$ cat config.mk
export PLATFORM = sky130hd
export DESIGN_NAME = racc_drain_flat
export DESIGN_NICKNAME = d
export VERILOG_FILES = /design/src/include/racc_config.svh /design/src/hw/racc_pkg.sv /design/src/hw/racc_link_if.sv /design/src/hw/racc_drain.sv /design/src/flat_wrapper.sv
export SDC_FILE = /design/constraint.sdc
export NUM_CORES = 1
export LEC_CHECK = 0
export BUFFER_PORTS_ARGS = -buffer_cell sky130_fd_sc_hd__buf_4
export CAP_MARGIN = 20
export CELL_PAD_IN_SITES_DETAIL_PLACEMENT = 1
export CELL_PAD_IN_SITES_GLOBAL_PLACEMENT = 2
export CORE_ASPECT_RATIO = 0.8
export CORE_MARGIN = 5
export CORE_UTILIZATION = 25
export DETAILED_ROUTE_END_ITERATION = 10
export GPL_ROUTABILITY_DRIVEN = 0
export HOLD_SLACK_MARGIN = 0.15
export MAX_ROUTING_LAYER = met4
export PLACE_DENSITY = 0.87
export SETUP_SLACK_MARGIN = 0.02
export SYNTH_ARGS = -nofsm -noshare
export SYNTH_HDL_FRONTEND = slang
export SYNTH_SLANG_ARGS = --single-unit
$ cat constraint.sdc
create_clock -name CLK -period 1.1 [get_ports CLK]
set_clock_uncertainty 0.05 [all_clocks]
set_input_delay 0.22 -clock CLK [delete_from_list [all_inputs] [get_ports CLK]]
set_output_delay 0.22 -clock CLK [all_outputs]
set_load 0.03 [all_outputs]
$ cat src/include/racc_config.svh
// Build-time sizing of the memory ring, pulled in with `include by the RTL and the testbench
`ifndef RACC_CONFIG_SVH
`define RACC_CONFIG_SVH

// Number of memory nodes placed on the ring between injector and drain
`define RACC_NODES 4

// Words held by each RAM bank
// The word index is taken from address bits 9:2
`define RACC_RAM_WORDS 256

// Stall cycles a bank inserts before each access completes
// A value of zero gives single-cycle accesses
`define RACC_RAM_WAIT 2

// Log2 of the address window owned by one node
// Node k answers to addresses whose bits above the window equal k+1,
// so window 0 is left free and a request there reaches the drain unclaimed
`define RACC_WINDOW_BITS 16

`endif

$ cat src/hw/racc_pkg.sv
// Shared bus field types, packet kind codes and bank FSM states, referenced by scoped names
`default_nettype none

package racc_pkg;

  // Byte address carried in the low 32 bits of a packet
  typedef logic [31:0] racc_addr_t;

  // Data word, write data in a request and read data in a response
  typedef logic [31:0] racc_data_t;

  // Byte enables, bit i enables byte i of the data word
  typedef logic [3:0] racc_mask_t;

  // Tag stamped by the injector and copied into the matching response
  typedef logic [7:0] racc_tag_t;

  // Two-bit packet kind field
  typedef logic [1:0] racc_kind_t;

  // Request travelling from the head towards a node
  localparam racc_kind_t RACC_KIND_REQ = 2'b00;

  // Response travelling from a node towards the tail
  localparam racc_kind_t RACC_KIND_RSP = 2'b10;

  // Bank controller states
  // STALL counts wait cycles, DONE waits for chip select to drop
  typedef enum logic [1:0]
  {
    BANK_IDLE,
    BANK_STALL,
    BANK_DONE
  } bank_state_t;

endpackage

`default_nettype wire

$ cat src/hw/racc_link_if.sv
// One registered packet slot between two ring stages, upstream uses tx and downstream uses rx
`default_nettype none
`timescale 1ns/10ps

interface racc_link_if;

  // Slot occupied; an idle slot is the only place a node can insert a response
  logic                 valid;
  // Write request, or response to a write
  logic                 write;
  // Request or response, see the kind constants in the package
  racc_pkg::racc_kind_t kind;
  // Tag that pairs a response with its request
  racc_pkg::racc_tag_t  tag;
  // Byte enables of the access
  racc_pkg::racc_mask_t mask;
  // Write data in a request, prior word in a response
  racc_pkg::racc_data_t data;
  // Byte address of the access
  racc_pkg::racc_addr_t addr;

  // Upstream stage drives every field from its output register
  modport tx
  (
    output valid, write, kind, tag, mask, data, addr
  );

  // Downstream stage samples every field into its input register
  modport rx
  (
    input valid, write, kind, tag, mask, data, addr
  );

endinterface

`default_nettype wire

$ cat src/hw/racc_drain.sv
// Ring tail that turns arriving packets into host response strobes and flags unclaimed requests
`default_nettype none
`timescale 1ns/10ps

module racc_drain
(
  input  logic                 CLK,
  input  logic                 RST,
  racc_link_if.rx              link,
  output logic                 rsp_strobe,
  output logic                 rsp_error,
  output logic                 rsp_write,
  output racc_pkg::racc_tag_t  rsp_tag,
  output racc_pkg::racc_data_t rsp_data
);

  logic is_rsp;

  // Anything still marked as a request at the tail was accepted by no node
  assign is_rsp = (link.kind == racc_pkg::RACC_KIND_RSP);

  // Every valid slot ends here and produces exactly one strobe
  always_ff @(posedge CLK or posedge RST)
    if (RST)
    begin
      rsp_strobe <= 1'b0;
      rsp_error  <= 1'b0;
    end
    else
    begin
      rsp_strobe <= link.valid;
      rsp_error  <= link.valid && !is_rsp;
    end

  // Result fields hold their last value between strobes
  always_ff @(posedge CLK)
    if (link.valid)
    begin
      rsp_write <= link.write;
      rsp_tag   <= link.tag;
      // Write data of a lost request is not returned to the host
      rsp_data  <= is_rsp ? link.data : '0;
    end

endmodule

`default_nettype wire

$ cat src/flat_wrapper.sv
// flat-port wrapper written by rule: the top's interface ports become plain ports
module racc_drain_flat 
  (CLK, RST, rsp_strobe, rsp_error, rsp_write, rsp_tag, rsp_data, link_valid, link_write, link_kind, link_tag, link_mask, link_data, link_addr);
  racc_link_if link_i ();
  input  logic CLK;
  input  logic RST;
  output logic rsp_strobe;
  output logic rsp_error;
  output logic rsp_write;
  output racc_pkg::racc_tag_t rsp_tag;
  output racc_pkg::racc_data_t rsp_data;
  input wire logic [$bits(link_i.valid)-1:0] link_valid;
  input wire logic [$bits(link_i.write)-1:0] link_write;
  input wire logic [$bits(link_i.kind)-1:0] link_kind;
  input wire logic [$bits(link_i.tag)-1:0] link_tag;
  input wire logic [$bits(link_i.mask)-1:0] link_mask;
  input wire logic [$bits(link_i.data)-1:0] link_data;
  input wire logic [$bits(link_i.addr)-1:0] link_addr;
  assign link_i.valid = link_valid;
  assign link_i.write = link_write;
  assign link_i.kind = link_kind;
  assign link_i.tag = link_tag;
  assign link_i.mask = link_mask;
  assign link_i.data = link_data;
  assign link_i.addr = link_addr;
  racc_drain u_core (.CLK(CLK), .RST(RST), .link(link_i), .rsp_strobe(rsp_strobe), .rsp_error(rsp_error), .rsp_write(rsp_write), .rsp_tag(rsp_tag), .rsp_data(rsp_data));
endmodule
Yosys cells after proc, flatten, opt, wreduce, memory -nomap -nowiden. Index checks and enable logic that the tools add are counted.

Reductions and logical operators: 2. Eq/ne operators: 1.

Operators by type and width (count): $eq A2 B2 Y1 const B (1); $logic_and A1 B1 Y1 (1); $logic_not A1 Y1 (1).

Flip-flop bits (word level): 43.

Longest topological paths before layout.
Depth after elaboration: 3. Gate-level depth with buffers: 3. Gate-level depth less buffers: 2.

Worst setup path after synthesis. No wires, ideal clock.

Path type: input-to-reg. Start point: in link_kind[1]. End point: reg u_core.rsp_data[19], data pin. Stages: 3. Arrival time: 0.631 ns. Slack: 0.163 ns. Library setup time: 0.256 ns. Cell sequence: nor2b_4 -> buf_6 -> and2_2.

Longest elaborated chain between the ends: 1.

Ends and longest elaborated chain: start: declaration (line flat_wrapper.sv:14) `input wire logic [$bits(link_i.kind)-1:0] link_kind;`; $eq A2 B2 Y1 (line racc_drain.sv:20) `assign is_rsp = (link.kind == racc_pkg::RACC_KIND_RSP);`; end signal: assignment (line racc_drain.sv:42) `rsp_data <= is_rsp ? link.data : '0;`; end: declaration (line racc_drain.sv:14) `output racc_pkg::racc_data_t rsp_data`.

Every way passes these cells. A chain may end at the register's enable or synchronous reset.

Worst setup path in the final report.
Start point: reg u_core.rsp_data[15]. End point: out rsp_data[15].

RTL lines: end: declaration (line flat_wrapper.sv:11) `output racc_pkg::racc_data_t rsp_data;`.

No word-level cell between the ends.

==> metrics.md <==
| Metric | Value |
|---|---|
| Fin crit period | `1110 ps` |
| Final-stage net count | `about 270` |
| Relative slew margins | `approximately nine tenths` |
| Leakage power | `about 0.0011 uW` |
| CP max-delay cell | `edfxtp_1` |
| VDD IR max | `0.000528 V` |
| Chip height | `80.8 microns` |
| Clock-pin slew on the worst setup and hold paths | `80 ps` |
| CP Buf/Inv Count | `1` |
| Status | `complete, but fails checks` |
| Max-slew violation total from the final report | `0` |
| HP Start | `link_data[6]` |
| Hold crit path type | `input pin to register` |
| Core area | `between 0.006 and 0.007 sq mm` |
| CP Class | `register to output port` |
| Crit end category | `output port` |
| Filler cells | `623` |
| Largest net degree at the start of global routing | `26` |
| Mean Syn Cell Area | `19.4 sq um` |
| Levels on crit path | `1` |
| Worst-path cell chain | `buf_6` |
| Synth top cells by count | `41 x edfxtp_1, 21 x and2_2, 11 x and2_1` |
| CTS H-tree depth | `2` |
| Port bufs | `approximately 90` |
| Vias per cell | `around 3.9` |
| Num rows | `25` |
| DP Wirelength | `about 3000 microns` |
| Synth warn | `0` |
| Ports | `125` |
| Final setup violation count | `3` |
| Routed WL | `3790 microns` |
| CTS Root Cell | `clkbuf_8` |
| Routed Antenna Nets | `0` |
| First-pass DRT Iterations | `2` |
| Tightest Pin Transition | `roughly 150 ps` |
| Setup Buffers After CTS | `0` |
| Post-Synthesis Cell Area | `0.00157 sq mm` |
| Max Clk Rate | `897 MHz` |
| Hold path endpoint | `u_core.rsp_data[6]$_SDFFCE_PP0P_` |
| Sink Count | `43` |
| Data required time of the worst path | `830 ps` |
| Gr usage total | `10.3%` |
| CTS Buf Count | `5` |
| Top cells by area, synth | `edfxtp_1 79%, and2_2 10%, and2_1 4.4%` |
| Drt drc | `0` |
| Overall power | `3670 uW` |
| Via count | `between 1,000 and 1,500` |
| Clk buf depth | `2` |
| Final Worst Setup Slack | `-14.7 ps` |
| Fin crit share | `101%` |
| Total die area | `between 0.007 and 0.008 sq mm` |
| Share of cells above drive strength 1 | `64.7%` |
| Post-synth EDFFs | `41` |
| CP max FO | `1` |
| Largest delay share family, worst path | `flip-flops` |
| Final Hold Viols | `0` |
| Starting Density | `26.1%` |
| Syn Inst Count | `just over 80` |
| CP peak stage delay | `400 ps` |
| Area share of the largest cell type after synthesis | `78.5%` |
| N_diodes | `0` |
| Violated checks | `setup timing` |
| Die W | `just under 100 microns` |
| WL/cell | `14.0 microns` |
| Initial antenna violation count | `0` |
| Startpoint Class | `register` |
| Async SR Flop Fraction | `4.65%` |
| Seq/Total Area, Yosys | `81.7%` |
| Library cells used by synthesis | `8` |
| Grt total ovfl | `0` |
| Critical path data arrival time | `between 800 and 900 ps` |
| First-pass GRT wire length | `6110 microns` |
| Hold path depth | `2` |
| Vias in the first global route | `1,224` |
| Post-synth top flop | `edfxtp_1` |
| Max cap viols | `0` |
| DRT iter0 DRCs | `20` |
| Synth area leader | `edfxtp_1` |
| Count leader, synth | `edfxtp_1` |
| Place WS | `-5.82 ps` |
| Cell Pwr Density | `1350 mW/mm^2` |
| Area Overhead vs Synth | `72.8%` |
| Post-synthesis register bit count | `43` |
| CTS tree | `done` |
| Post-Syn Nets | `163` |
| RSZ-0062 raised after global routing | `true` |
==> report_power, final <==
group	switching, uW	total (uW)	internal [uW]	leakage, uW
clock network	489	934	446	0.0000422
registers	52.9	1970	1920	0.000418
logic	368	756	388	0.000679
total	910	3670	2760	0.00114
==> worst max path at each step <==
stage	startpoint	end
after floorplan	link_kind[1]	u_core.rsp_data[19]$_SDFFCE_PP0P_
after global placement	link_kind[1]	u_core.rsp_data[29]$_SDFFCE_PP0P_
after detailed placement	link_kind[1]	u_core.rsp_data[16]$_SDFFCE_PP0P_
after CTS	u_core.rsp_data[18]$_SDFFCE_PP0P_	rsp_data[18]
after global routing	u_core.rsp_data[15]$_SDFFCE_PP0P_	rsp_data[15]
final	u_core.rsp_data[15]$_SDFFCE_PP0P_	rsp_data[15]
==> layer usage <==
metal	up-vias	GRT usage (%)	routed length, microns
met5	-	-	0
met4	0	2.05	0
met3	0	4.55	345
met2	49	18.6	2110
met1	502	10.5	1340
li1	498	-	-
==> per-stage QoR <==
step | cell area [sq um] | hold WS (ps) | instances | TNS [ps] | util, %
6_report | 2710 | 160 | 271 | -20.6 | 45.1
5_1_grt | 2710 | 152 | 271 | -1680 | 45.1
4_1_cts | 2710 | 152 | 271 | -345 | 45.1
3_5_place_dp | 2370 | 47.8 | 253 | -10.6 | 39.4
3_3_place_gp | 2370 | 30.3 | 253 | 0 | 39.4
2_1_floorplan | 1570 | -88.8 | 81 | 0 | -
==> final cells by class <==
cell class | count | area (sq um) | share of cell area (%)
Sequential cell | 43 | 1280 | 47.3
Timing Repair Buffer | 104 | 992 | 36.6
Multi-Input combinational cell | 34 | 249 | 9.19
Tap cell | 81 | 101 | 3.74
Clock buffer | 7 | 76.3 | 2.82
Clock inverter | 1 | 5.00 | 0.185
Inverter | 1 | 3.75 | 0.139
==> sequential cells by signal, indices dropped and copies added, names as in the netlist <==
| name | count |
|---|---|
| u_core.rsp_error | 1 |
| u_core.rsp_data | 32 |
| u_core.rsp_write | 1 |
| u_core.rsp_tag | 8 |
| u_core.rsp_strobe | 1 |
==> cells in the final DEF (no fill, tap or decap), drive strengths merged <==
cell type,synthesis,layout
edfxtp,41,41
buf,3,94
inv,1,1
and2,32,32
clkinv,0,1
dfrtp,2,2
nor2b,1,1
dlygate4sd3,0,10
clkbuf,0,7
and2b,1,1
==> logic make-up after synthesis <==
kind of cell | share of synthesized area (%)
DFF | 81.7
buffers and inverters | 2.39
and+or+nand+nor | 15.9
==> timing repair <==
item | CTS | global route
hold buffers | 10 | 0
endpoints found under the hold margin | 11 | 0
setup endpoints to repair | 43 | 43
resized for setup | 43 | 0
pin swaps | 0 | 0
(Power assumes the default switching activity.)
