**src/include/racc_config.svh**
```systemverilog
// Build-time sizing of the memory ring, pulled in with `include by the RTL and the testbench
`ifndef RACC_CONFIG_SVH
`define RACC_CONFIG_SVH

// Number of memory nodes placed on the ring between injector and drain
`define RACC_NODES 4

// Words held by each RAM bank
// The word index is taken from address bits 9:2
`define RACC_RAM_WORDS 256

// Stall cycles a bank inserts before each access completes
// A value of zero gives single-cycle accesses
`define RACC_RAM_WAIT 2

// Log2 of the address window owned by one node
// Node k answers to addresses whose bits above the window equal k+1,
// so window 0 is left free and a request there reaches the drain unclaimed
`define RACC_WINDOW_BITS 16

`endif

```
**src/hw/racc_pkg.sv**
```systemverilog
// Shared bus field types, packet kind codes and bank FSM states, referenced by scoped names
`default_nettype none

package racc_pkg;

  // Byte address carried in the low 32 bits of a packet
  typedef logic [31:0] racc_addr_t;

  // Data word, write data in a request and read data in a response
  typedef logic [31:0] racc_data_t;

  // Byte enables, bit i enables byte i of the data word
  typedef logic [3:0] racc_mask_t;

  // Tag stamped by the injector and copied into the matching response
  typedef logic [7:0] racc_tag_t;

  // Two-bit packet kind field
  typedef logic [1:0] racc_kind_t;

  // Request travelling from the head towards a node
  localparam racc_kind_t RACC_KIND_REQ = 2'b00;

  // Response travelling from a node towards the tail
  localparam racc_kind_t RACC_KIND_RSP = 2'b10;

  // Bank controller states
  // STALL counts wait cycles, DONE waits for chip select to drop
  typedef enum logic [1:0]
  {
    BANK_IDLE,
    BANK_STALL,
    BANK_DONE
  } bank_state_t;

endpackage

`default_nettype wire

```
**src/hw/racc_link_if.sv**
```systemverilog
// One registered packet slot between two ring stages, upstream uses tx and downstream uses rx
`default_nettype none
`timescale 1ns/10ps

interface racc_link_if;

  // Slot occupied; an idle slot is the only place a node can insert a response
  logic                 valid;
  // Write request, or response to a write
  logic                 write;
  // Request or response, see the kind constants in the package
  racc_pkg::racc_kind_t kind;
  // Tag that pairs a response with its request
  racc_pkg::racc_tag_t  tag;
  // Byte enables of the access
  racc_pkg::racc_mask_t mask;
  // Write data in a request, prior word in a response
  racc_pkg::racc_data_t data;
  // Byte address of the access
  racc_pkg::racc_addr_t addr;

  // Upstream stage drives every field from its output register
  modport tx
  (
    output valid, write, kind, tag, mask, data, addr
  );

  // Downstream stage samples every field into its input register
  modport rx
  (
    input valid, write, kind, tag, mask, data, addr
  );

endinterface

`default_nettype wire

```
**src/hw/racc_ram_node.sv**
```systemverilog
// Ring node that claims requests in its address window and reinserts the responses of its bank
`default_nettype none
`timescale 1ns/10ps
`include "racc_config.svh"

module racc_ram_node
#(
  parameter racc_pkg::racc_addr_t ADDR_BASE = 32'h0001_0000
)
(
  input  logic                 CLK,
  input  logic                 RST,
  racc_link_if.rx              up,
  racc_link_if.tx              down,
  output logic                 cs,
  input  logic                 wait_req,
  output logic                 we,
  output racc_pkg::racc_addr_t addr,
  output racc_pkg::racc_mask_t mask,
  output racc_pkg::racc_data_t wr_data,
  input  racc_pkg::racc_data_t rd_data
);

  // Address bits above the window select the node
  localparam racc_pkg::racc_addr_t WIN_MASK =
    {$bits(racc_pkg::racc_addr_t){1'b1}} << `RACC_WINDOW_BITS;

  // Input register holding a copy of the upstream slot
  logic                 din_valid;
  logic                 din_write;
  racc_pkg::racc_kind_t din_kind;
  racc_pkg::racc_tag_t  din_tag;
  racc_pkg::racc_mask_t din_mask;
  racc_pkg::racc_data_t din_data;
  racc_pkg::racc_addr_t din_addr;

  // Held request that stays on the RAM port until the access completes
  logic                 req_valid;
  logic                 req_write;
  racc_pkg::racc_tag_t  req_tag;
  racc_pkg::racc_mask_t req_mask;
  racc_pkg::racc_data_t req_data;
  racc_pkg::racc_addr_t req_addr;

  // Held response that waits for an idle slot on the input side
  logic                 rsp_valid;
  logic                 rsp_write;
  racc_pkg::racc_tag_t  rsp_tag;
  racc_pkg::racc_mask_t rsp_mask;
  racc_pkg::racc_data_t rsp_data;
  racc_pkg::racc_addr_t rsp_addr;

  logic claim;
  logic done;

  // Only one access is in flight per node, so a busy node lets requests pass
  assign claim = din_valid && (din_kind == racc_pkg::RACC_KIND_REQ) &&
                 ((din_addr & WIN_MASK) == (ADDR_BASE & WIN_MASK)) &&
                 !req_valid && !rsp_valid;

  // The bank finishes in the cycle where the port is selected and not stalled
  assign done = req_valid && !wait_req;

  // The RAM port is a direct view of the held request
  assign cs      = req_valid;
  assign we      = req_write;
  assign addr    = req_addr;
  assign mask    = req_mask;
  assign wr_data = req_data;

  always_ff @(posedge CLK or posedge RST)
    if (RST)
    begin
      din_valid  <= 1'b0;
      req_valid  <= 1'b0;
      rsp_valid  <= 1'b0;
      down.valid <= 1'b0;
    end
    else
    begin
      din_valid <= up.valid;
      if (claim)
        req_valid <= 1'b1;
      else if (done)
        req_valid <= 1'b0;
      // A pending response leaves as soon as the input slot is idle
      if (done)
        rsp_valid <= 1'b1;
      else if (!din_valid)
        rsp_valid <= 1'b0;
      // A claimed request becomes an idle slot downstream
      down.valid <= !claim && (din_valid || rsp_valid);
    end

  always_ff @(posedge CLK)
  begin
    din_write <= up.write;
    din_kind  <= up.kind;
    din_tag   <= up.tag;
    din_mask  <= up.mask;
    din_data  <= up.data;
    din_addr  <= up.addr;
    if (claim)
    begin
      req_write <= din_write;
      req_tag   <= din_tag;
      req_mask  <= din_mask;
      req_data  <= din_data;
      req_addr  <= din_addr;
    end
    // The response carries the word as it stood before any write
    if (done)
    begin
      rsp_write <= req_write;
      rsp_tag   <= req_tag;
      rsp_mask  <= req_mask;
      rsp_data  <= rd_data;
      rsp_addr  <= req_addr;
    end
    // Traffic in the input slot has priority over the held response
    if (din_valid)
    begin
      down.write <= din_write;
      down.kind  <= din_kind;
      down.tag   <= din_tag;
      down.mask  <= din_mask;
      down.data  <= din_data;
      down.addr  <= din_addr;
    end
    else
    begin
      down.write <= rsp_write;
      down.kind  <= racc_pkg::RACC_KIND_RSP;
      down.tag   <= rsp_tag;
      down.mask  <= rsp_mask;
      down.data  <= rsp_data;
      down.addr  <= rsp_addr;
    end
  end

endmodule

`default_nettype wire

```
**src/flat_wrapper.sv**
```systemverilog
// flat-port wrapper written by rule: the top's interface ports become plain ports
module racc_ram_node_flat 
#(
  parameter racc_pkg::racc_addr_t ADDR_BASE = 32'h0001_0000
)
  (CLK, RST, cs, wait_req, we, addr, mask, wr_data, rd_data, up_valid, up_write, up_kind, up_tag, up_mask, up_data, up_addr, down_valid, down_write, down_kind, down_tag, down_mask, down_data, down_addr);
  racc_link_if up_i ();
  racc_link_if down_i ();
  input  logic CLK;
  input  logic RST;
  output logic cs;
  input  logic wait_req;
  output logic we;
  output racc_pkg::racc_addr_t addr;
  output racc_pkg::racc_mask_t mask;
  output racc_pkg::racc_data_t wr_data;
  input  racc_pkg::racc_data_t rd_data;
  input wire logic [$bits(up_i.valid)-1:0] up_valid;
  input wire logic [$bits(up_i.write)-1:0] up_write;
  input wire logic [$bits(up_i.kind)-1:0] up_kind;
  input wire logic [$bits(up_i.tag)-1:0] up_tag;
  input wire logic [$bits(up_i.mask)-1:0] up_mask;
  input wire logic [$bits(up_i.data)-1:0] up_data;
  input wire logic [$bits(up_i.addr)-1:0] up_addr;
  output wire logic [$bits(down_i.valid)-1:0] down_valid;
  output wire logic [$bits(down_i.write)-1:0] down_write;
  output wire logic [$bits(down_i.kind)-1:0] down_kind;
  output wire logic [$bits(down_i.tag)-1:0] down_tag;
  output wire logic [$bits(down_i.mask)-1:0] down_mask;
  output wire logic [$bits(down_i.data)-1:0] down_data;
  output wire logic [$bits(down_i.addr)-1:0] down_addr;
  assign up_i.valid = up_valid;
  assign up_i.write = up_write;
  assign up_i.kind = up_kind;
  assign up_i.tag = up_tag;
  assign up_i.mask = up_mask;
  assign up_i.data = up_data;
  assign up_i.addr = up_addr;
  assign down_valid = down_i.valid;
  assign down_write = down_i.write;
  assign down_kind = down_i.kind;
  assign down_tag = down_i.tag;
  assign down_mask = down_i.mask;
  assign down_data = down_i.data;
  assign down_addr = down_i.addr;
  racc_ram_node #(.ADDR_BASE(ADDR_BASE)) u_core (.CLK(CLK), .RST(RST), .up(up_i), .down(down_i), .cs(cs), .wait_req(wait_req), .we(we), .addr(addr), .mask(mask), .wr_data(wr_data), .rd_data(rd_data));
endmodule
```
**config.mk**
```make
export PLATFORM = sky130hd
export DESIGN_NAME = racc_ram_node_flat
export DESIGN_NICKNAME = d
export VERILOG_FILES = /design/src/hw/racc_pkg.sv /design/src/hw/racc_link_if.sv /design/src/hw/racc_ram_node.sv /design/src/flat_wrapper.sv
export VERILOG_INCLUDE_DIRS = /design/src /design/src/include
export SDC_FILE = /design/constraint.sdc
export NUM_CORES = 1
export LEC_CHECK = 0
export CAP_MARGIN = 10
export CORE_UTILIZATION = 47
export CTS_CLUSTER_SIZE = 12
export DETAILED_ROUTE_END_ITERATION = 7
export DONT_BUFFER_PORTS = 1
export PLACE_DENSITY_LB_ADDON = 0.3
export SLEW_MARGIN = 30
export SYNTH_ARGS = -nofsm -noshare
export SYNTH_HDL_FRONTEND = slang
export SYNTH_SLANG_ARGS = --single-unit
```
**constraint.sdc**
```tcl
create_clock -name CLK -period 8.51 [get_ports CLK]
set_input_delay 1.702 -clock CLK [delete_from_list [all_inputs] [get_ports CLK]]
set_output_delay 1.702 -clock CLK [all_outputs]
set_load 0.1 [all_outputs]
```
# ---- After elaboration in Yosys (flattened, before gate mapping)
# Cells that the tools add are included.
dict set report op_classes {
  addsub 0
  multipliers 0
  div_mod_pow 0
  magnitude_cmp 0
  eq_ne 2
  shifts 0
  muxes 9
  bitwise 0
  reduce_logical 13
}
# op n
set op_table {}
lappend op_table {{$mux W32} 2}
lappend op_table {{$eq A16 B1 Y1 const B} 1}
lappend op_table {{$mux W8} 1}
lappend op_table {{$logic_and A1 B1 Y1} 6}
lappend op_table {{$mux W1} 5}
lappend op_table {{$logic_not A1 Y1} 4}
lappend op_table {{$mux W4} 1}
lappend op_table {{$logic_not A2 Y1} 1}
lappend op_table {{$ne A2 B2 Y1 const B} 1}
lappend op_table {{$reduce_bool A2 Y1} 1}
lappend op_table {{$logic_or A1 B1 Y1} 1}
dict set report word_totals {
  reg_bits 316
  latchBits 0
  mem_bits_rw 0
  mem_bits_ro 0
  inputBits 115
  output_inout_bits 150
  elab_cells 50
  n_memories 0
}

# ---- Longest topological paths before layout
# Gate-level depths: netlist (run 1).
dict set report logic_depth {
  depth_word 7
  mapped_depth 3
  ltp_nobuf 3
}

# ---- Worst setup path after synthesis (run 1)
# No wires, ideal clock.
dict set report synth_path {
  kind {flip-flop to flip-flop}
  from {register u_core.req_valid, in the netlist u_core.cs}
  to {register u_core.req_addr[0], in the netlist u_core.addr[0] (enable)}
  arrival_time_ns 6.571
  required_ns 7.903
  path_slack_ns 1.333
  path_stages_with_launch 4
  n_path_buf 0
  synth_period_minus_slack_ns 7.177
  path_cell_list {dfrtp_1 -> nor4_1 -> nand4_1 -> nor3_1}
}
dict set report synth_between {
  elab_chain_cells 3
}
# element line
set synth_rtl {}
lappend synth_rtl {{start, declared} racc_ram_node.sv:38} ;# logic req_valid;
lappend synth_rtl {{start signal, assigned} racc_ram_node.sv:75} ;# req_valid <= 1'b0;
lappend synth_rtl {{start signal, assigned} racc_ram_node.sv:83} ;# req_valid <= 1'b1;
lappend synth_rtl {{start signal, assigned} racc_ram_node.sv:85} ;# req_valid <= 1'b0;
lappend synth_rtl {{$logic_not A1 Y1} racc_ram_node.sv:59} ;# !req_valid && !rsp_valid;
lappend synth_rtl {{$logic_and A1 B1 Y1} racc_ram_node.sv:58} ;# ((din_addr & WIN_MASK) == (ADDR_BASE & WIN_MASK)) &&
lappend synth_rtl {{$logic_and A1 B1 Y1} racc_ram_node.sv:59}
lappend synth_rtl {{net u_core.claim} racc_ram_node.sv:53} ;# logic claim;
lappend synth_rtl {{end signal, assigned} racc_ram_node.sv:109} ;# req_addr <= din_addr;
lappend synth_rtl {{end, declared} racc_ram_node.sv:43} ;# racc_pkg::racc_addr_t req_addr;
# The timed path passes the listed nets, and every way through them passes these cells.
# A chain may end at the register's enable or synchronous reset.

# ---- Worst setup path after layout (run 1)
dict set report layout_path {
  from {register u_core.req_addr[24], in the netlist u_core.addr[24]}
  to {output addr[24]}
}
# element line
set layout_lines {}
lappend layout_lines {{end, declared} flat_wrapper.sv:14} ;# output racc_pkg::racc_addr_t addr;
# No word-level cell between the ends.

==> run summary, run 1 <==
The data required time at the worst endpoint is 6.81 ns. The final hold violation count is 0. The post-layout instance count excluding filler cells is 700. The post-synthesis cell type with the largest combined area is edfxtp_1. The sequential fraction of design power came out at 0.589. The most frequent cell after synthesis is dfxtp_1. Of the total power, the share spent switching nets is 0.227. The maximum net fanout on the critical path came out at 2. The post-detailed-routing wire length came out at 15.2 mm.

The number of placement rows is 49. The maximum number of pins on one net before global-route repair is 79. The via count is 3568. The CTS clock-pin slew for the worst setup and hold paths is 0.06 ns.

The number of maximum-capacitance constraint violations is 0. The number of global-route vias before repair came to 3731. The share of synthesized registers carrying an async set or reset came out at 0.0127. Setup repair after global routing left no endpoint under its margin. The number of instances in the synthesized netlist is 417. The power density relative to cell area is 302 nW/um^2. The number of synthesized flops with an enable pin came out at 154.

The worst setup path is launched from a flop. The setup clock skew after layout is 0.0218 ns. From synthesis to final layout, the design area changed by 13.9%. Ranked by total cell area, the synthesized netlist is headed by edfxtp_1 (52%), dfxtp_1 (36%), mux2_2 (9.7%), dfrtp_1 (1.1%), buf_2 (0.45%). The source of the worst register-to-register timing path is u_core.cs. The number of antenna violations at the first check in global routing came out at 3. The post-DP HPWL is 9.39 mm.

The total number of nets in the final design is 559. The synthesized netlist contains 19 unique library cells. In the final layout, the share of cells above drive strength 1 is 0.260. The number of warnings issued by yosys came out at 0. The minimum period implied by the final worst setup slack is 3.24 ns.

The post-CTS setup-driven buffer insertion count is 0. Setup total negative slack on the finished layout was measured at 0 ns. The number of nets produced by synthesis is 532. Counting instances, the worst hold path has a depth of 0. The switching power came out at 697 uW. The portion of synthesized cell area occupied by the leading cell type came out at 0.520. The detailed-routing iteration count for the pre-antenna-repair pass is 5. The count of final max-slew check failures came out at 0. The worst path arrival time came out at 1.54 ns.

The internal power came out at 2370 uW. Setup violations remaining at the end of the flow were counted as 0. The global-route wire length before repair came out at 22.6 mm.

The commonest cells after synthesis are dfxtp_1 (158), edfxtp_1 (154), mux2_2 (77). The number of vias per cell came out at 5.10. Of the total power, the clock network draws 0.400. The die height came out at 140 um. The worst hold path begins at u_core.req_tag[1]. The number of cells upsized or downsized after cts came out at 0.

The mean cell area of the mapped netlist is 21.3 um^2. The global route total overflow came out at 0. The max-slew headroom at the worst pin came out at 0.336. The type of the most critical hold path is flop to flop.

The cell count of the worst reg-to-reg path came out at 4. After the first detailed-routing iteration, the DRC count stood at 168. The detail route stage leaves a number of antenna-violating nets equal to 0. The number of buffers inserted for hold repair after clock tree synthesis is 0. The final worst-path cycle share is 0.381. The die covers 19500 um^2.

The area of the core region came out at 18300 um^2. The flow ran to the end, and the final reports show no timing, DRC or antenna violations. The post-synthesis cell area came out at 8900 um^2. The sequential cell area fraction in the yosys report is 0.886. The final worst hold slack came out at 0.415 ns. In this run the deepest clock path goes through 3 buffers. At the end of routability-driven placement, the weighted congestion stood at 0.787. The flop and latch count out of synthesis came out at 316. The part of the power in combinational logic came out at 0.010. The path with the worst hold slack has its endpoint at u_core.rsp_tag[1]. The worst setup path is captured at an output pin. The global-route usage over all layers is 0.152.

The initial standard-cell utilization of the core came out at 0.487. The static leakage power is 0.00357 uW. The final core utilization is 0.555. In this run the critical register-to-register path is captured at u_core.mask[1]. The clock tree root driver cell is clkbuf_16. The setup slack of the worst register-to-register path is 5.84 ns. The number of clock sinks is 316.

In this run, placement finished with an instance count of 640. The clock latency reported for the late side of the worst-skew pair came out at 0.55 ns. The number of CTS-inserted buffers came out at 31. Buffers placed on the I/O ports in this run total 0. The transition time at the pin with the least slew margin came out at 0.994 ns. The setup path with the least slack is of type flop to output pin.

The die outline width is 140 um. The most used flip-flop cell after synthesis is dfxtp_1. The number of I/O pins is 265. Static timing analysis puts the maximum clock frequency at 0.309 GHz. The DRC violation count after routing is 0. The CTS H-tree depth came out at 1. TritonCTS built the clock tree. The peak supply drop is 216 uV. The detail-routed net length per standard cell came out at 21.7 um.
-- cells by family (layout without fill, tap and decap cells) --
kind of cell	count (synthesis)	after routing	synth area share
mux	77	77	0.0974
buf+inv	10	62	0.00534
compound gates	3	3	0.00295
other cells	0	2	0
simple gates	11	11	0.00801
flops	316	316	0.886
-- power by group through the flow --
stage / clock network (uW) / logic, uW / registers [uW]
after CTS: 1260 / 31.7 / 1810
after global routing: 1320 / 33.5 / 1810
after floorplan: 0 / 29.6 / 1820
after global placement: 0 / 25.3 / 1840
after detailed placement: 0 / 31.0 / 1840
final: 1230 / 31.2 / 1810
-- layer usage --
layer	part of all wire	routed length, um	global-route usage
met5	0	0	0
met3	0.089	1360	0.0585
met4	0.029	439	0.0544
met2	0.49	7480	0.249
met1	0.39	5940	0.185
-- sequential cells by signal, indices dropped and copies added, names as in the netlist, 32 cells and up --
name,cells
u_core.addr,32
u_core.din_addr,32
u_core.din_data,32
u_core.down.addr,32
u_core.down.data,32
u_core.rsp_addr,32
u_core.rsp_data,32
u_core.wr_data,32
-- cells in the final DEF (no fill, tap or decap), types with 2 or more instances in the layout --
| cell type | n |
|---|---|
| dfrtp_1 | 3 |
| buf_6 | 2 |
| mux2_2 | 77 |
| dfxtp_1 | 158 |
| clkbuf_8 | 2 |
| clkinv_2 | 2 |
| clkbuf_1 | 21 |
| diode_2 | 2 |
| clkbuf_16 | 32 |
| edfxtp_1 | 154 |
| nor4_1 | 2 |
-- how the worst max path moves through the flow --
stage	end	slack [ns]	depth (start not counted)	startpoint
floorplan	u_core.addr[0]	1.33	3	u_core.cs
global placement	u_core.rsp_tag[5]	5.48	2	wait_req
global route	addr[24]	5.23	0	u_core.addr[24]
detailed placement	u_core.rsp_mask[1]	5.68	2	wait_req
CTS	addr[11]	5.24	0	u_core.addr[11]
finish	addr[24]	5.27	0	u_core.addr[24]
-- cell type report --
class / instances / area, um^2
timing repair buffer: 3 / 50.0
antenna: 2 / 5.00
sequential: 316 / 7890
fill: 1398 / 8130
multi-input combinational: 91 / 977
clock inverter: 3 / 18.8
clock buffer: 55 / 907
tap: 229 / 287
inverter: 1 / 3.75
-- through the flow --
stage	power, uW	setup WS [ns]	area (um^2)
after detailed placement	1870	5.68	9210
after floorplan	1850	1.33	8900
after global placement	1870	5.48	9170
after CTS	3100	5.24	10100
after global routing	3160	5.23	10100
final	3060	5.27	10100
Note: power is estimated with default switching activity, not from simulation.
==> inputs of run 2 (changes only) <==
==> constraint.sdc (replaced) <==
create_clock -name CLK -period 2.9 [get_ports CLK]
set_input_delay 0.58 -clock CLK [delete_from_list [all_inputs] [get_ports CLK]]
set_output_delay 0.58 -clock CLK [all_outputs]
set_load 0.1 [all_outputs]
==> run summary, run 2 (synthesis results as in run 1) <==
The part of the power in combinational logic is 0.011 (about the same). The max-slew headroom at the worst pin is 0.330 (-0.00662). Static timing analysis puts the maximum clock frequency at 0.474 GHz. The met1 track utilization from global routing is 0.185 (about the same). The met3 usage in global routing came out at 0.0516 (-0.00688).

The number of buffer cells added on primary ports was 0 (unchanged). The initial standard-cell utilization of the core came out at 0.487 (unchanged). The total power of the final layout came out at 9030 uW (+190%). The setup TNS after final layout came to 0 ns (unchanged). The final core utilization came to 0.558 (+0.00281). Counting I/O delays and the setup requirement, the final critical path takes 2.11 ns. The transition time at the pin with the least slew margin is 1.00 ns (+0.00992 ns). Leaving out fill and tap cells, the most frequent cells in the layout are dfxtp_1 (158), edfxtp_1 (154), mux2_2 (77).

Setup repair after global routing left no endpoint under its margin. The detailed-routing iteration count for the pre-antenna-repair pass was 4 (-1). The post-DP HPWL was 9.85 mm (+5.0%).

The die height is 140 um (unchanged). In this run the critical register-to-register path is launched from u_core.cs. The flow ran to the end, and the final reports show no timing, DRC or antenna violations. The detail-routed net length per standard cell came to 22.3 um (+2.6%).

In this run the clock root is driven by a clkbuf_16. The power density relative to cell area is 886 nW/um^2 (+190%). The number of global-route vias before repair was 3776 (+1.2%).

The total number of nets in the final design came to 562 (+0.54%). The global-route wire length before repair came out at 23.3 mm (+3.1%). The initial detailed-routing violation count is 161 (-4.2%).

The sequential fraction of design power was 0.586 (-0.003). The number of vias per cell came out at 5.12 (+0.40%). The number of CTS-inserted buffers came to 31 (unchanged). The number of maximum-capacitance constraint violations was 0 (unchanged). The data required time at the worst endpoint is 2.32 ns (-4.49 ns). Leaving out fill and tap cells, the most frequent cell in the layout is dfxtp_1. The peak supply drop came out at 568 uV (+160%). The final hold violation count came out at 0 (unchanged). The cell count of the worst reg-to-reg path is 4 (unchanged).

The area of the die came out at 19500 um^2 (unchanged). The die outline width is 140 um (unchanged). The worst setup path is launched from a flop. The count of final max-slew check failures is 0 (unchanged). The internal power is 6990 uW (+200%). The number of clock sinks came out at 316 (unchanged). The layout filler cell count came out at 1388 (-0.72%). The global route total overflow came out at 0 (unchanged).

The switching power came out at 2030 uW (+190%). The setup clock skew after layout is 0.0138 ns (-0.00801 ns). The path class of the tightest hold or removal check is primary input to flop. The maximum number of pins on one net before global-route repair came out at 79 (unchanged). The endpoint identified for the worst register-to-register timing path is u_core.wr_data[11]. The global-route usage over all layers came out at 0.158 (+0.00573). The area of all sequential standard cells came out at 7900 um^2 (about the same).

The clock latency reported for the late side of the worst-skew pair is 0.53 ns (-0.02 ns). The number of antenna violations at the first check in global routing is 5 (+2). The area of the core region is 18300 um^2 (unchanged). The number of placement rows is 49 (unchanged). The setup slack of the worst register-to-register path was 0.84 ns (-5.00 ns).

The via count came out at 3608 (+1.1%). TritonCTS built the clock tree. The worst path arrival time came out at 1.53 ns (about the same). The critical path ends at addr[15]. The DRC violation count after routing came out at 0 (unchanged).

met2 is the most crowded layer. The maximum net fanout on the critical path is 2 (unchanged). The final RePlAce weighted congestion is 0.737 (-6.4%).

The area occupied by multi-input gates came out at 983 um^2 (+0.64%). The static leakage power is 0.00359 uW (+0.65%). The area growth from synthesis to layout is 14.5%. The critical path starts at u_core.addr[15]. The worst setup path is captured at an output pin.

The share of cells above drive strength 1 was 0.263 (+0.00314). The CTS H-tree depth is 1 (unchanged). The count of cell instances traversed by the critical path came out at 0 (unchanged). The net switching share of the total power is 0.225 (-0.00208). The clock network fraction of total power is 0.403 (+0.003). The total of endpoints with negative setup slack in the final report is 0 (unchanged). The post-detailed-routing wire length is 15.7 mm (+3.3%). The number of buffers on the longest clock path came out at 3 (unchanged). The final worst hold slack is 0.0675 ns (-0.347 ns).

The start-to-end type of the worst setup path is flop to output pin. The post-route antenna net violation count was 0 (unchanged). The CTS clock-pin slew for the worst setup and hold paths came to 0.06 ns (about the same). The final worst-path cycle share is 0.727.

The global routing usage on met2 came out at 0.272 (+0.0225). The number of I/O pins was 265 (unchanged).
## run 2: changes by cell type in the layout (fill, tap and decap cells not counted), moves of 2 or more
cell / delta
buf_6: -2
buf_12: +2
diode_2: +3
buf_4: +3
## run 2: stage by stage
| step | cells | instance area, um^2 | setup WS [ns] |
|---|---|---|---|
| CTS | 700 | 10200 | 0.756 |
| finish | 705 | 10200 | 0.790 |
| global placement | 642 | 9230 | 0.861 |
| global route | 703 | 10200 | 0.657 |
| detailed placement | 642 | 9230 | 0.838 |
| floorplan | 417 | 8920 | -0.420 |
## run 2: worst min path at each step
stage	cells past startpoint	to	slack, ns	from
floorplan	1	u_core.din_valid	0.35	RST
global placement	1	u_core.din_valid	0.36	RST
detailed placement	1	u_core.din_valid	0.37	RST
CTS	0	u_core.din_tag[1]	0.04	up_tag[1]
global route	0	u_core.din_addr[29]	0.04	up_addr[29]
finish	0	u_core.din_tag[1]	0.07	up_tag[1]
## run 2: what timing repair did
action / CTS / global route
endpoints found under the hold margin: 4 / 0
gates resized for setup: 0 / 0
hold buffers: 1 / 0
setup buffers: 0 / 0
## run 2: routing by layer
layer  vias to the layer above  wire length (um)
li1                       1598                 -
met5                         -                 0
met3                        35              1140
met1                      1806              6020
met4                         0               445
met2                       169              8130
## run 2: layout make-up
class | instances | share of cell area
inverters | 1 | 0.000368
diodes | 5 | 0.00123
well taps | 229 | 0.0281
repair buffers | 6 | 0.00712
multi-input cells | 91 | 0.0965
clock inverters | 1 | 0.000491
flip-flops and latches | 316 | 0.775
clock buffers | 56 | 0.0915
## run 2: power by group through the flow
stage	combinational (uW)	sequential [uW]	clock (uW)
final	100	5290	3640
after detailed placement	99.2	5390	0
after CTS	102	5290	3740
after global routing	108	5300	3910
after global placement	95.9	5380	0
after floorplan	87.7	5350	0
