==> src/include/racc_config.svh <==
// Build-time sizing of the memory ring, pulled in with `include by the RTL and the testbench
`ifndef RACC_CONFIG_SVH
`define RACC_CONFIG_SVH

// Number of memory nodes placed on the ring between injector and drain
`define RACC_NODES 4

// Words held by each RAM bank
// The word index is taken from address bits 9:2
`define RACC_RAM_WORDS 256

// Stall cycles a bank inserts before each access completes
// A value of zero gives single-cycle accesses
`define RACC_RAM_WAIT 2

// Log2 of the address window owned by one node
// Node k answers to addresses whose bits above the window equal k+1,
// so window 0 is left free and a request there reaches the drain unclaimed
`define RACC_WINDOW_BITS 16

`endif

==> src/hw/racc_pkg.sv <==
// Shared bus field types, packet kind codes and bank FSM states, referenced by scoped names
`default_nettype none

package racc_pkg;

  // Byte address carried in the low 32 bits of a packet
  typedef logic [31:0] racc_addr_t;

  // Data word, write data in a request and read data in a response
  typedef logic [31:0] racc_data_t;

  // Byte enables, bit i enables byte i of the data word
  typedef logic [3:0] racc_mask_t;

  // Tag stamped by the injector and copied into the matching response
  typedef logic [7:0] racc_tag_t;

  // Two-bit packet kind field
  typedef logic [1:0] racc_kind_t;

  // Request travelling from the head towards a node
  localparam racc_kind_t RACC_KIND_REQ = 2'b00;

  // Response travelling from a node towards the tail
  localparam racc_kind_t RACC_KIND_RSP = 2'b10;

  // Bank controller states
  // STALL counts wait cycles, DONE waits for chip select to drop
  typedef enum logic [1:0]
  {
    BANK_IDLE,
    BANK_STALL,
    BANK_DONE
  } bank_state_t;

endpackage

`default_nettype wire

==> src/hw/racc_link_if.sv <==
// One registered packet slot between two ring stages, upstream uses tx and downstream uses rx
`default_nettype none
`timescale 1ns/10ps

interface racc_link_if;

  // Slot occupied; an idle slot is the only place a node can insert a response
  logic                 valid;
  // Write request, or response to a write
  logic                 write;
  // Request or response, see the kind constants in the package
  racc_pkg::racc_kind_t kind;
  // Tag that pairs a response with its request
  racc_pkg::racc_tag_t  tag;
  // Byte enables of the access
  racc_pkg::racc_mask_t mask;
  // Write data in a request, prior word in a response
  racc_pkg::racc_data_t data;
  // Byte address of the access
  racc_pkg::racc_addr_t addr;

  // Upstream stage drives every field from its output register
  modport tx
  (
    output valid, write, kind, tag, mask, data, addr
  );

  // Downstream stage samples every field into its input register
  modport rx
  (
    input valid, write, kind, tag, mask, data, addr
  );

endinterface

`default_nettype wire

==> src/hw/racc_inject.sv <==
// Ring head that turns host request strobes into tagged request packets on the first link
`default_nettype none
`timescale 1ns/10ps

module racc_inject
(
  input  logic                 CLK,
  input  logic                 RST,
  input  logic                 req_strobe,
  input  logic                 req_write,
  input  racc_pkg::racc_addr_t req_addr,
  input  racc_pkg::racc_mask_t req_mask,
  input  racc_pkg::racc_data_t req_data,
  output racc_pkg::racc_tag_t  req_tag,
  racc_link_if.tx              link
);

  // Running tag, wraps naturally after 256 requests
  racc_pkg::racc_tag_t tag_cnt;

  // The host sees the tag its strobe will receive in the same cycle
  assign req_tag = tag_cnt;

  // Slot occupancy and tag counter
  always_ff @(posedge CLK or posedge RST)
    if (RST)
    begin
      tag_cnt    <= '0;
      link.valid <= 1'b0;
    end
    else
    begin
      // Without a strobe the head slot goes idle
      link.valid <= req_strobe;
      if (req_strobe)
        tag_cnt <= tag_cnt + 1'b1;
    end

  // Packet fields only change when a new request is taken
  always_ff @(posedge CLK)
    if (req_strobe)
    begin
      link.write <= req_write;
      link.kind  <= racc_pkg::RACC_KIND_REQ;
      link.tag   <= tag_cnt;
      link.mask  <= req_mask;
      link.data  <= req_data;
      link.addr  <= req_addr;
    end

endmodule

`default_nettype wire

==> src/flat_wrapper.sv <==
// flat-port wrapper written by rule: the top's interface ports become plain ports
module racc_inject_flat 
  (CLK, RST, req_strobe, req_write, req_addr, req_mask, req_data, req_tag, link_valid, link_write, link_kind, link_tag, link_mask, link_data, link_addr);
  racc_link_if link_i ();
  input  logic CLK;
  input  logic RST;
  input  logic req_strobe;
  input  logic req_write;
  input  racc_pkg::racc_addr_t req_addr;
  input  racc_pkg::racc_mask_t req_mask;
  input  racc_pkg::racc_data_t req_data;
  output racc_pkg::racc_tag_t req_tag;
  output wire logic [$bits(link_i.valid)-1:0] link_valid;
  output wire logic [$bits(link_i.write)-1:0] link_write;
  output wire logic [$bits(link_i.kind)-1:0] link_kind;
  output wire logic [$bits(link_i.tag)-1:0] link_tag;
  output wire logic [$bits(link_i.mask)-1:0] link_mask;
  output wire logic [$bits(link_i.data)-1:0] link_data;
  output wire logic [$bits(link_i.addr)-1:0] link_addr;
  assign link_valid = link_i.valid;
  assign link_write = link_i.write;
  assign link_kind = link_i.kind;
  assign link_tag = link_i.tag;
  assign link_mask = link_i.mask;
  assign link_data = link_i.data;
  assign link_addr = link_i.addr;
  racc_inject u_core (.CLK(CLK), .RST(RST), .req_strobe(req_strobe), .req_write(req_write), .req_addr(req_addr), .req_mask(req_mask), .req_data(req_data), .req_tag(req_tag), .link(link_i));
endmodule
==> config.mk <==
export PLATFORM = sky130hd
export DESIGN_NAME = racc_inject_flat
export DESIGN_NICKNAME = d
export VERILOG_FILES = /design/src/include/racc_config.svh /design/src/hw/racc_pkg.sv /design/src/hw/racc_link_if.sv /design/src/hw/racc_inject.sv /design/src/flat_wrapper.sv
export SDC_FILE = /design/constraint.sdc
export NUM_CORES = 1
export LEC_CHECK = 0
export BUFFER_PORTS_ARGS = -buffer_cell sky130_fd_sc_hd__buf_2
export CAP_MARGIN = 20
export CORE_UTILIZATION = 48
export CTS_BUF_LIST = sky130_fd_sc_hd__clkbuf_4
export CTS_CLUSTER_DIAMETER = 100
export DETAILED_ROUTE_END_ITERATION = 12
export PLACE_DENSITY = 0.88
export SYNTH_ARGS = -nofsm -noshare
export SYNTH_HDL_FRONTEND = slang
export SYNTH_SLANG_ARGS = --single-unit
==> constraint.sdc <==
create_clock -name CLK -period 1.9 [get_ports CLK]
set_clock_uncertainty 0.15 [all_clocks]
set_input_delay 0.285 -clock CLK [delete_from_list [all_inputs] [get_ports CLK]]
set_output_delay 0.285 -clock CLK [all_outputs]
set_load 0.01 [all_outputs]
-- After elaboration in Yosys (flattened, before gate mapping)
Index checks and enable logic that the tools add are counted.
- add/sub/neg operators: 1
- operators by type and width (kind ; number):
    $add A8 B1 Y8 const B ; 1
- register bits: 86
- bits of input ports: 72
- output and inout bits: 88
- word-level logic and storage cells: 8

-- Longest topological paths before layout
Gate-level depths: netlist of run 1.
- word-level depth: 1
- gate-level depth with buffers: 3
- gate-level depth less buffers: 3

-- Least setup slack after synthesis of run 1
Ideal clock, no wire load.
- kind: register to register
- start: register u_core.tag_cnt[0], in the netlist u_core.req_tag[0]
- end: register u_core.tag_cnt[1], in the netlist u_core.req_tag[1]
- setup time: 0.125 ns
- arrival: 0.986 ns
- required time: 1.625 ns
- setup slack: 0.639 ns
- stages on the path, launching flop included: 3
- path buffers: 0
- clock period less this slack: 1.261 ns
- cells stage by stage: dfrtp_1 ha_1 mux2_2
- cells in the longest elaborated chain, start to end: 1
- RTL lines (what ; line ; text):
    start: declaration ; racc_inject.sv:19 ; racc_pkg::racc_tag_t tag_cnt;
    start signal: assignment ; racc_inject.sv:36 ; tag_cnt <= tag_cnt + 1'b1;
    $add A8 B1 Y8 ; racc_inject.sv:36 ;
No other way between the ends.
A chain may end at the register's enable or synchronous reset.

-- Worst setup path in the final report of run 1
- start: register u_core.tag_cnt[2], in the netlist u_core.req_tag[2]
- end: output port req_tag[2]
- RTL lines (what ; line ; text):
    end: declaration ; flat_wrapper.sv:12 ; output racc_pkg::racc_tag_t req_tag;
No word-level cell between the ends.

==> results of run 1 <==
-- logic make-up (layout without fill, tap and decap cells) --
family	Yosys count	count (layout)	synth area share (%)
mux	1	1	0.417
fa+ha+maj	1	1	0.463
flops	86	86	93.9
simple gates	9	9	2.08
buf+inv	3	246	0.694
other cells	1	2	0.139
xor+xnor	7	7	2.27
-- report_power, final --
group	switching, mW	leakage, nW	internal (mW)	total (mW)
Clock	0.605	0.0810	0.526	1.13
Sequential	0.172	0.867	2.33	2.50
Combinational	0.354	1.01	0.375	0.729
Total	1.13	1.96	3.23	4.36
-- through the flow --
stage	cell area [µm²]	util [%]	total power, mW	hold slack (ps)
global route	4460	84.7	4.52	93.9
CTS	4460	84.7	4.31	78.2
global placement	3610	68.4	3.10	105
floorplan	2710	-	2.75	-37.1
detailed placement	3610	68.4	3.12	118
finish	4460	84.7	4.36	99.9
-- path summary, 6_finish.rpt --
path	from	to
worst max register to register	u_core.req_tag[0]	u_core.req_tag[7]
worst min-delay path	req_strobe	u_core.req_tag[0]
worst max-delay path	u_core.req_tag[2]	req_tag[2]
worst min register to register	u_core.req_tag[7]	u_core.link.tag[7]
max in group asynchronous	RST	u_core.req_tag[6]
min in group asynchronous	RST	u_core.req_tag[1]
-- sequential cells by signal, indices dropped and copies added, names as in the netlist --
| signal | cells |
|---|---|
| u_core.link.addr | 32 |
| u_core.link.data | 32 |
| u_core.link.tag | 8 |
| u_core.req_tag | 8 |
| u_core.link.mask | 4 |
| u_core.link.valid | 1 |
| u_core.link.write | 1 |
-- per-layer routing --
layer	GRT usage (%)	vias to the layer above	part of all wire (%)
met3	6.31	14	8.2
met2	49.9	126	55
li1	-	896	-
met1	30.6	964	35
met4	8.68	0	1.6
met5	0	-	0
-- placed cells by master, fill, tap and decap left out, drive strengths merged, types with 3 or more instances in the layout --
cell type | synthesis | routed
buf | 2 | 159
clkbuf | 0 | 9
clkinv | 0 | 4
dfrtp | 9 | 9
dlygate4sd3 | 0 | 70
edfxtp | 77 | 77
nand2 | 3 | 3
nand4 | 3 | 3
xnor2 | 4 | 4
xor2 | 3 | 3
-- area by class of cell --
class                   count  area share (%)
clock inverters             7            1.99
repair buffers            229            34.3
inverters                   1          0.0841
well taps                  70            1.96
clock buffers               9            1.51
multi-input cells          20            3.34
flip-flops and latches     86            56.9
==> metrics.cfg, run 1 <==
[floorplanning]
pin_count = 160
coreArea_mm2 = 0.00527
dieArea_mm2 = 0.00593
die_w_um = 77.0
initial_utilization_pct = 51.3
rows = 26
die_h_um = 77.0

[synth]
synth_area_per_cell_um2 = 25.0
ys_types = 15
synth-main-ff-cell = edfxtp_1
synth_area_leaders = edfxtp_1 86%, dfrtp_1 8.3%, xnor2_1 1.3%
ys_top_cells_by_count = 77 x edfxtp_1, 9 x dfrtp_1, 4 x xnor2_1
netlist_instances = 108
synth_most_common_cell = edfxtp_1
synth_top_area_share_pct = 85.6
synth_area_mm2 = 0.00270
postSynth.asyncResetShare_pct = 10.5
synth-edff-count = 77
post-synth-top-area-cell = edfxtp_1
synth_seq_area_share_pct = 93.9
ys_seq_elements = 86
yosysWarnings = 0

[layout]
fillerInstances = 263
antenna_cells = 0
drive_gt1_share_pct = 50.0
final_nets = 420
final_cells = 422
multi_input_area_um2 = 149
synthToLayoutAreaGrowth_pct = 65.2
seqCellArea_mm2 = 0.00254

[detailed_routing]
detail_route.iter0.violations = 151
vias = 2000
wl_per_cell_um = 18.2
wirelength_um = 7670
ant_nets = 0
drc = 0
first_pass_iters = 4
via_per_inst = 4.74

[pwr]
powerDensity_mw_per_mm2 = 977
vdd_drop_max_v = 0.000827
cellLeakagePower_nw = 1.96

[placement]
pre_cts_ws_ps = 560
place_congestion = 0.728
numPortBuffers = 157
placedCellCount = 336

[run]
max_cap_violations = 0

[timing]
setup_viol = 0
drv_slew = 0
rsz0062_at_grt = false
period_share_pct = 78.8
min_period_ps = 1500
hold_viol_final = 0
finalWorstSetupSlack_ps = 403
fin_setup_tns_ps = 0
fmax_ghz = 0.668

[cts]
cts_setup_buffers = 0
clock-sinks = 86
clkTransAtPathRegs_ps = 120
clk_latency_ps = 400
cts_buffer_depth = 2
ctsRootBufferMaster = clkbuf_4
cts_made_buffers = 9
post_cts_resized = 0
cts_tree = yes
holdBufCountCts = 70
htreeDepth = 3

[global_routing]
grt_overflow = 0
grt_pass1_wl_um = 11300
gr-usage-all-layers_pct = 27.0
grt_max_degree = 40
grt_pass1_vias = 2133
antenna_found_initial = 0

[critical_path]
rrSetupSlack_ps = 590
path_depth = 1
crit_chain = buf_2
cp_max_fo = 6
ff2ff_path_depth = 3
critical_path_required_ps = 1460
cp_slowest_cell = dfrtp_1
crit_path_end_kind = primary output
worst_ep_arrival_time_ps = 1060
crit_family = flip-flops
start_kind = flip-flop
critical_path_buf_inv_count = 1
crit_type = flip-flop to primary output
max_stage_delay_ps = 480

[status]
outcome = finished clean

[min_path]
min_delay_path_depth = 2
hold_path_class = primary input to flip-flop

Note: power is estimated with default switching activity, not from simulation.
==> run 2, diff against run 1 <==
--- a/config.mk
+++ b/config.mk
@@ -7,11 +7,11 @@
 export LEC_CHECK = 0
 export BUFFER_PORTS_ARGS = -buffer_cell sky130_fd_sc_hd__buf_2
 export CAP_MARGIN = 20
-export CORE_UTILIZATION = 48
+export CORE_UTILIZATION = 40
 export CTS_BUF_LIST = sky130_fd_sc_hd__clkbuf_4
 export CTS_CLUSTER_DIAMETER = 100
 export DETAILED_ROUTE_END_ITERATION = 12
-export PLACE_DENSITY = 0.88
+export PLACE_DENSITY = 0.79
 export SYNTH_ARGS = -nofsm -noshare
 export SYNTH_HDL_FRONTEND = slang
 export SYNTH_SLANG_ARGS = --single-unit
==> constraint.sdc (replaced) <==
create_clock -name CLK -period 1.2 [get_ports CLK]
set_clock_uncertainty 0.15 [all_clocks]
set_input_delay 0.18 -clock CLK [delete_from_list [all_inputs] [get_ports CLK]]
set_output_delay 0.18 -clock CLK [all_outputs]
set_load 0.01 [all_outputs]
==> run 2 against run 1 <==
The run now ends with design-rule violations, negative setup slack left; clock power up 42%; non-clock buffer count up 20; final area up 6.6%; routed wire length up 0.57%; worst setup slack worse by 650 ps; clock-buffer cell count unchanged; critical endpoint is now req_tag[0]; largest power group unchanged.
==> metrics.cfg, run 2 (same netlist as run 1, synthesis figures left out) <==
[status]
outcome = complete, but fails checks
violations = design-rule violations, negative setup slack

[global_routing]
gr-usage-all-layers_pct = 21.7  ; -5.3 points
grt_pass1_vias = 2172  ; +1.8%
grt_overflow = 0  ; unchanged
antenna_found_initial = 2  ; +2
grt_pass1_wl_um = 11100  ; -2.3%
grt_max_degree = 45  ; +13%

[detailed_routing]
wl_per_cell_um = 17.1  ; -5.9%
ant_nets = 0  ; unchanged
detail_route.iter0.violations = 84  ; -44%
wirelength_um = 7720  ; +0.57%
vias = 2020  ; +1.0%
drc = 17  ; +17
first_pass_iters = 8  ; +4
via_per_inst = 4.48  ; -5.5%

[min_path]
min-delay-start = req_strobe
min_to = u_core.link.addr[22]
hold_path_class = primary input to flip-flop
min_delay_path_depth = 2  ; unchanged

[layout]
layout_commonest_cell = buf_2
synthToLayoutAreaGrowth_pct = 76.1
stdcell_area_mm2 = 0.00476  ; +6.6%
final_cell_mix = 150 x buf_2, 77 x edfxtp_1, 71 x dlygate4sd3_1
reg_top3 = u_core.link.addr x32, u_core.link.data x32
final_nets = 440  ; +4.8%
drive_gt1_share_pct = 54.8  ; +4.8 points

[timing]
drv_slew = 0  ; unchanged
fmax_ghz = 0.692
finalWorstSetupSlack_ps = -246  ; -649 ps
setup_viol = 93  ; +93
period_share_pct = 120
min_period_ps = 1450
fin_setup_tns_ps = -8340  ; -8340 ps
rsz0062_at_grt = true
hold_viol_final = 0  ; unchanged

[pwr]
p_comb_share_pct = 28.1  ; +11 points
power_mw = 7.61  ; +74%
power_frac_clock_pct = 21.0  ; -4.9 points
cellLeakagePower_nw = 2.11  ; +7.7%
powerDensity_mw_per_mm2 = 1600  ; +64%
p_sw_mw = 2.08  ; +84%
switching_share_pct = 27.4  ; +1.5 points
vdd_drop_max_v = 0.00157  ; +90%
intPower_mw = 5.52  ; +71%
pwr-share-seq_pct = 50.9  ; -6.4 points

[floorplanning]
initial_utilization_pct = 42.1  ; -9.2 points
die_h_um = 84.2  ; +9.3%
coreArea_mm2 = 0.00642  ; +22%
die_w_um = 84.2  ; +9.3%
pin_count = 160  ; unchanged
rows = 29  ; +12%
dieArea_mm2 = 0.00709  ; +19%

[critical_path]
cp_slowest_cell = dfrtp_2
worst_ep_arrival_time_ps = 1120  ; +60 ps
crit_path_end_kind = primary output
crit_chain = buf_6 > buf_6
crit_type = flip-flop to primary output
rrSetupSlack_ps = -230  ; -820 ps
cp_max_fo = 3  ; -3
ff2ff_path_depth = 4  ; +1
max_stage_delay_ps = 450  ; -30 ps
critical_path_required_ps = 870  ; -590 ps
crit_top_cell = buf_6
reg2reg_from = u_core.req_tag[0]
r2r-end = u_core.req_tag[1]
start_kind = flip-flop

[cts]
clk_latency_ps = 420  ; +20 ps
clock-sinks = 86  ; unchanged
htreeDepth = 3  ; unchanged
ctsRootBufferMaster = clkbuf_4
cts_made_buffers = 9  ; unchanged
cts_buffer_depth = 2  ; unchanged
cts_tree = yes
clkTransAtPathRegs_ps = 140  ; +20 ps

[placement]
placed_cell_area_mm2 = 0.00365  ; +1.2%
place_congestion = 0.756  ; +3.8%
hpwl_um = 3970
numPortBuffers = 157  ; unchanged

[run]
max_cap_violations = 0  ; unchanged

==> run 2: repair_timing <==
action | in CTS | in global routing
setup buffers | 10 | 3
hold buffers | 72 | 1
pin swaps | 3 | 8
endpoints found under the setup margin | 88 | 100
cloned | 0 | 1
resized for setup | 12 | 13
endpoints found under the hold margin | 84 | 1
==> run 2: worst max path at each step <==
stage | startpoint | endpoint | depth (start not counted)
floorplan | u_core.req_tag[1] | u_core.req_tag[1] | 2
global placement | u_core.req_tag[1] | u_core.req_tag[1] | 2
detailed placement | u_core.req_tag[1] | u_core.req_tag[7] | 4
CTS | u_core.req_tag[1] | req_tag[1] | 2
global route | u_core.req_tag[0] | req_tag[0] | 2
finish | u_core.req_tag[0] | req_tag[0] | 2
==> run 2: metrics by stage <==
stage,hold slack (ps),utilization (%),worst slack (ps),cells
after detailed placement,7.55,56.8,-50.1,347
after global routing,46.3,74.1,-278,451
after global placement,2.86,56.8,0.695,347
after CTS,29.7,72.4,-225,445
after floorplan,-142,-,-39.0,109
final,66.2,74.1,-246,451
==> run 2: layout make-up <==
| class | count | area [µm²] |
|---|---|---|
| sequential | 86 | 2540 |
| clock buffer | 9 | 67.6 |
| clock inverter | 7 | 65.1 |
| antenna | 2 | 5.00 |
| multi-input combinational | 20 | 205 |
| inverter | 1 | 3.75 |
| timing repair buffer | 249 | 1770 |
| tap | 77 | 96.3 |
| fill | 391 | 1670 |
==> run 2: power groups by stage <==
| stage | sequential [mW] | clock (mW) | combinational, mW |
|---|---|---|---|
| after floorplan | 4.17 | 0 | 0.204 |
| after global placement | 3.93 | 0 | 1.10 |
| after detailed placement | 3.96 | 0 | 1.12 |
| after CTS | 3.84 | 1.61 | 1.80 |
| after global routing | 3.91 | 1.75 | 2.25 |
| final | 3.87 | 1.60 | 2.14 |
==> run 2: worst max-delay path: cells and delay by family (launching register included) <==
family / cells / cell delay (ps)
flops: 1 / 450
buf+inv: 2 / 240
==> run 2: per-layer routing <==
metal,global-route usage [%],wire (µm),share of wire [%]
met5,0,0,0
met4,7.99,112,1.5
met3,7.47,600,7.8
met2,41.3,4390,57
met1,21.6,2610,34
==> run 3, diff against run 2 <==
--- a/config.mk
+++ b/config.mk
@@ -9,9 +9,11 @@
 export CAP_MARGIN = 20
 export CORE_UTILIZATION = 40
 export CTS_BUF_LIST = sky130_fd_sc_hd__clkbuf_4
-export CTS_CLUSTER_DIAMETER = 100
+export CTS_CLUSTER_DIAMETER = 50
 export DETAILED_ROUTE_END_ITERATION = 12
+export GPL_TIMING_DRIVEN = 0
 export PLACE_DENSITY = 0.79
+export SKIP_CTS_REPAIR_TIMING = 1
 export SYNTH_ARGS = -nofsm -noshare
 export SYNTH_HDL_FRONTEND = slang
 export SYNTH_SLANG_ARGS = --single-unit
==> run 3 against run 2 <==
The flow still finishes with violations (design-rule violations, negative setup slack); via count down 3.4%; combinational power fell by 22%; cell count shrank 2.2%; register-to-register slack improved by 120 ps; utilization down 2.3 points; first-iteration DRC count up 9.5%; routed wire length is 7.6% lower; clock power is essentially flat; global-route usage is 5.6 points lower.
==> metrics.cfg, run 3 (same netlist as run 1, synthesis figures left out) <==
[status]
outcome = complete, but fails checks
violations = design-rule violations, negative setup slack

[floorplanning]
die_w_um = 84.2  ; unchanged
die_h_um = 84.2  ; unchanged
pin_count = 160  ; unchanged
dieArea_mm2 = 0.00709  ; unchanged
initial_utilization_pct = 42.1  ; unchanged
coreArea_mm2 = 0.00642  ; unchanged
rows = 29  ; unchanged

[timing]
fmax_ghz = 0.712  ; +3.0%
period_share_pct = 117  ; -3.5 points
hold_viol_final = 0  ; unchanged
min_period_ps = 1400  ; -42.0 ps
tightest_slew_ps = 563
drv_slew = 0  ; unchanged
max_slew_margin_pct = 62.5
setup_viol = 90  ; -3.2%
rsz0062_at_grt = true
fin_setup_tns_ps = -7890  ; +448 ps
finalWorstSetupSlack_ps = -204  ; +42.0 ps

[pwr]
intPower_mw = 5.32  ; -3.6%
switching_share_pct = 26.3  ; -1.1 points
power_mw = 7.21  ; -5.1%
vdd_drop_max_v = 0.00128  ; -19%
p_sw_mw = 1.89  ; -9.1%
p_comb_share_pct = 23.1  ; -5.0 points
pwr-share-seq_pct = 55.1  ; +4.2 points
cellLeakagePower_nw = 2.02  ; -4.1%
power_frac_clock_pct = 21.7  ; +0.7 points
powerDensity_mw_per_mm2 = 1570  ; -2.1%

[critical_path]
crit_chain = buf_2
crit_type = flip-flop to primary output
critical_path_buf_inv_count = 1  ; -1
max_stage_delay_ps = 470  ; +20 ps
worst_ep_arrival_time_ps = 1070  ; -50 ps
start_kind = flip-flop
cp_max_fo = 4  ; +1
critical_path_required_ps = 870  ; about the same
cp_slowest_cell = dfrtp_1
crit_family = flip-flops
crit_path_end_kind = primary output

[detailed_routing]
detail_route.iter0.violations = 92  ; +9.5%
via_per_inst = 4.43  ; -1.2%
first_pass_iters = 8  ; unchanged
vias = 1952  ; -3.4%
ant_nets = 0  ; unchanged
drc = 16  ; -1
wl_per_cell_um = 16.2  ; -5.5%
wirelength_um = 7130  ; -7.6%

[global_routing]
use_met1_pct = 17.2  ; -4.5 points
grt-busiest-layer = met2
antenna_found_initial = 0  ; -2
gr-usage-all-layers_pct = 16.0  ; -5.6 points
grt_pass1_wl_um = 8220  ; -26%
grt_overflow = 0  ; unchanged
met2_usage_pct = 27.4  ; -14 points
grt_max_degree = 44  ; -2.2%
grt_pass1_vias = 1706  ; -21%
global_route.usage.met3_pct = 6.69  ; -0.79 points

[min_path]
hold_path_class = primary input to flip-flop

[cts]
clkTransAtPathRegs_ps = 120  ; -20 ps
clock-sinks = 86  ; unchanged
htreeDepth = 3  ; unchanged
clk_latency_ps = 430  ; about the same
cts_made_buffers = 9  ; unchanged
ctsRootBufferMaster = clkbuf_4
cts_buffer_depth = 2  ; unchanged
cts_tree = yes

[layout]
antenna_cells = 0  ; -2
final_util_pct = 71.8  ; -2.3 points
reg_top3 = u_core.link.addr x32, u_core.link.data x32
synthToLayoutAreaGrowth_pct = 70.6
final_nets = 432  ; -1.8%
drive_gt1_share_pct = 54.9  ; +0.11 points
layout_commonest_cell = buf_2
final_cell_mix = 149 x buf_2, 77 x edfxtp_1, 70 x dlygate4sd3_1

[placement]
place_congestion = 0.749  ; -0.90%
numPortBuffers = 157  ; unchanged
hpwl_um = 4050  ; +2.0%

[run]
max_cap_violations = 0  ; unchanged

## run 3: worst paths after layout
| check | from | end | slack [ps] | cells past startpoint |
|---|---|---|---|---|
| max | u_core.req_tag[6] | req_tag[6] | -200 | 1 |
| min | req_strobe | u_core.link.valid | 3 | 1 |
| max reg2reg | u_core.req_tag[1] | u_core.req_tag[7] | -110 | 4 |
| min reg2reg | u_core.req_tag[7] | u_core.link.tag[7] | 380 | 0 |
| max in group asynchronous | RST | u_core.req_tag[2] | 490 | 3 |
| min in group asynchronous | RST | u_core.req_tag[0] | 120 | 3 |
## run 3: power by group through the flow
stage          Sequential (mW)  Clock, mW  Combinational (mW)
2_1_floorplan             4.17          0               0.204
4_1_cts                   3.95       1.60               0.977
3_5_place_dp              4.01          0               0.973
6_report                  3.98       1.57                1.67
5_1_grt                   4.03       1.74                1.76
3_3_place_gp              4.00          0               0.924
## run 3: routing by layer
metal  up-vias  part of all wire [%]
li1        912                     -
met1       930                    35
met2        93                    55
met3        17                   8.2
met4         0                   2.4
met5         -                     0
## run 3: through the flow
| step | instances | setup slack [ps] | hold slack (ps) | instance area, µm² |
|---|---|---|---|---|
| floorplan | 109 | -39.0 | -142 | 2710 |
| global placement | 343 | -1270 | 1.79 | 3590 |
| detailed placement | 344 | -324 | 16.9 | 3620 |
| CTS | 360 | -228 | -443 | 3740 |
| global route | 441 | -259 | -1.37 | 4610 |
| finish | 441 | -204 | 3.35 | 4610 |
## run 3: area by class of cell
type	count	area [µm²]
tap	77	96.3
fill	426	1810
sequential	86	2540
multi-input combinational	20	178
clock buffer	10	75.1
clock inverter	6	53.8
inverter	1	3.75
timing repair buffer	239	1640
buffer	2	15.0
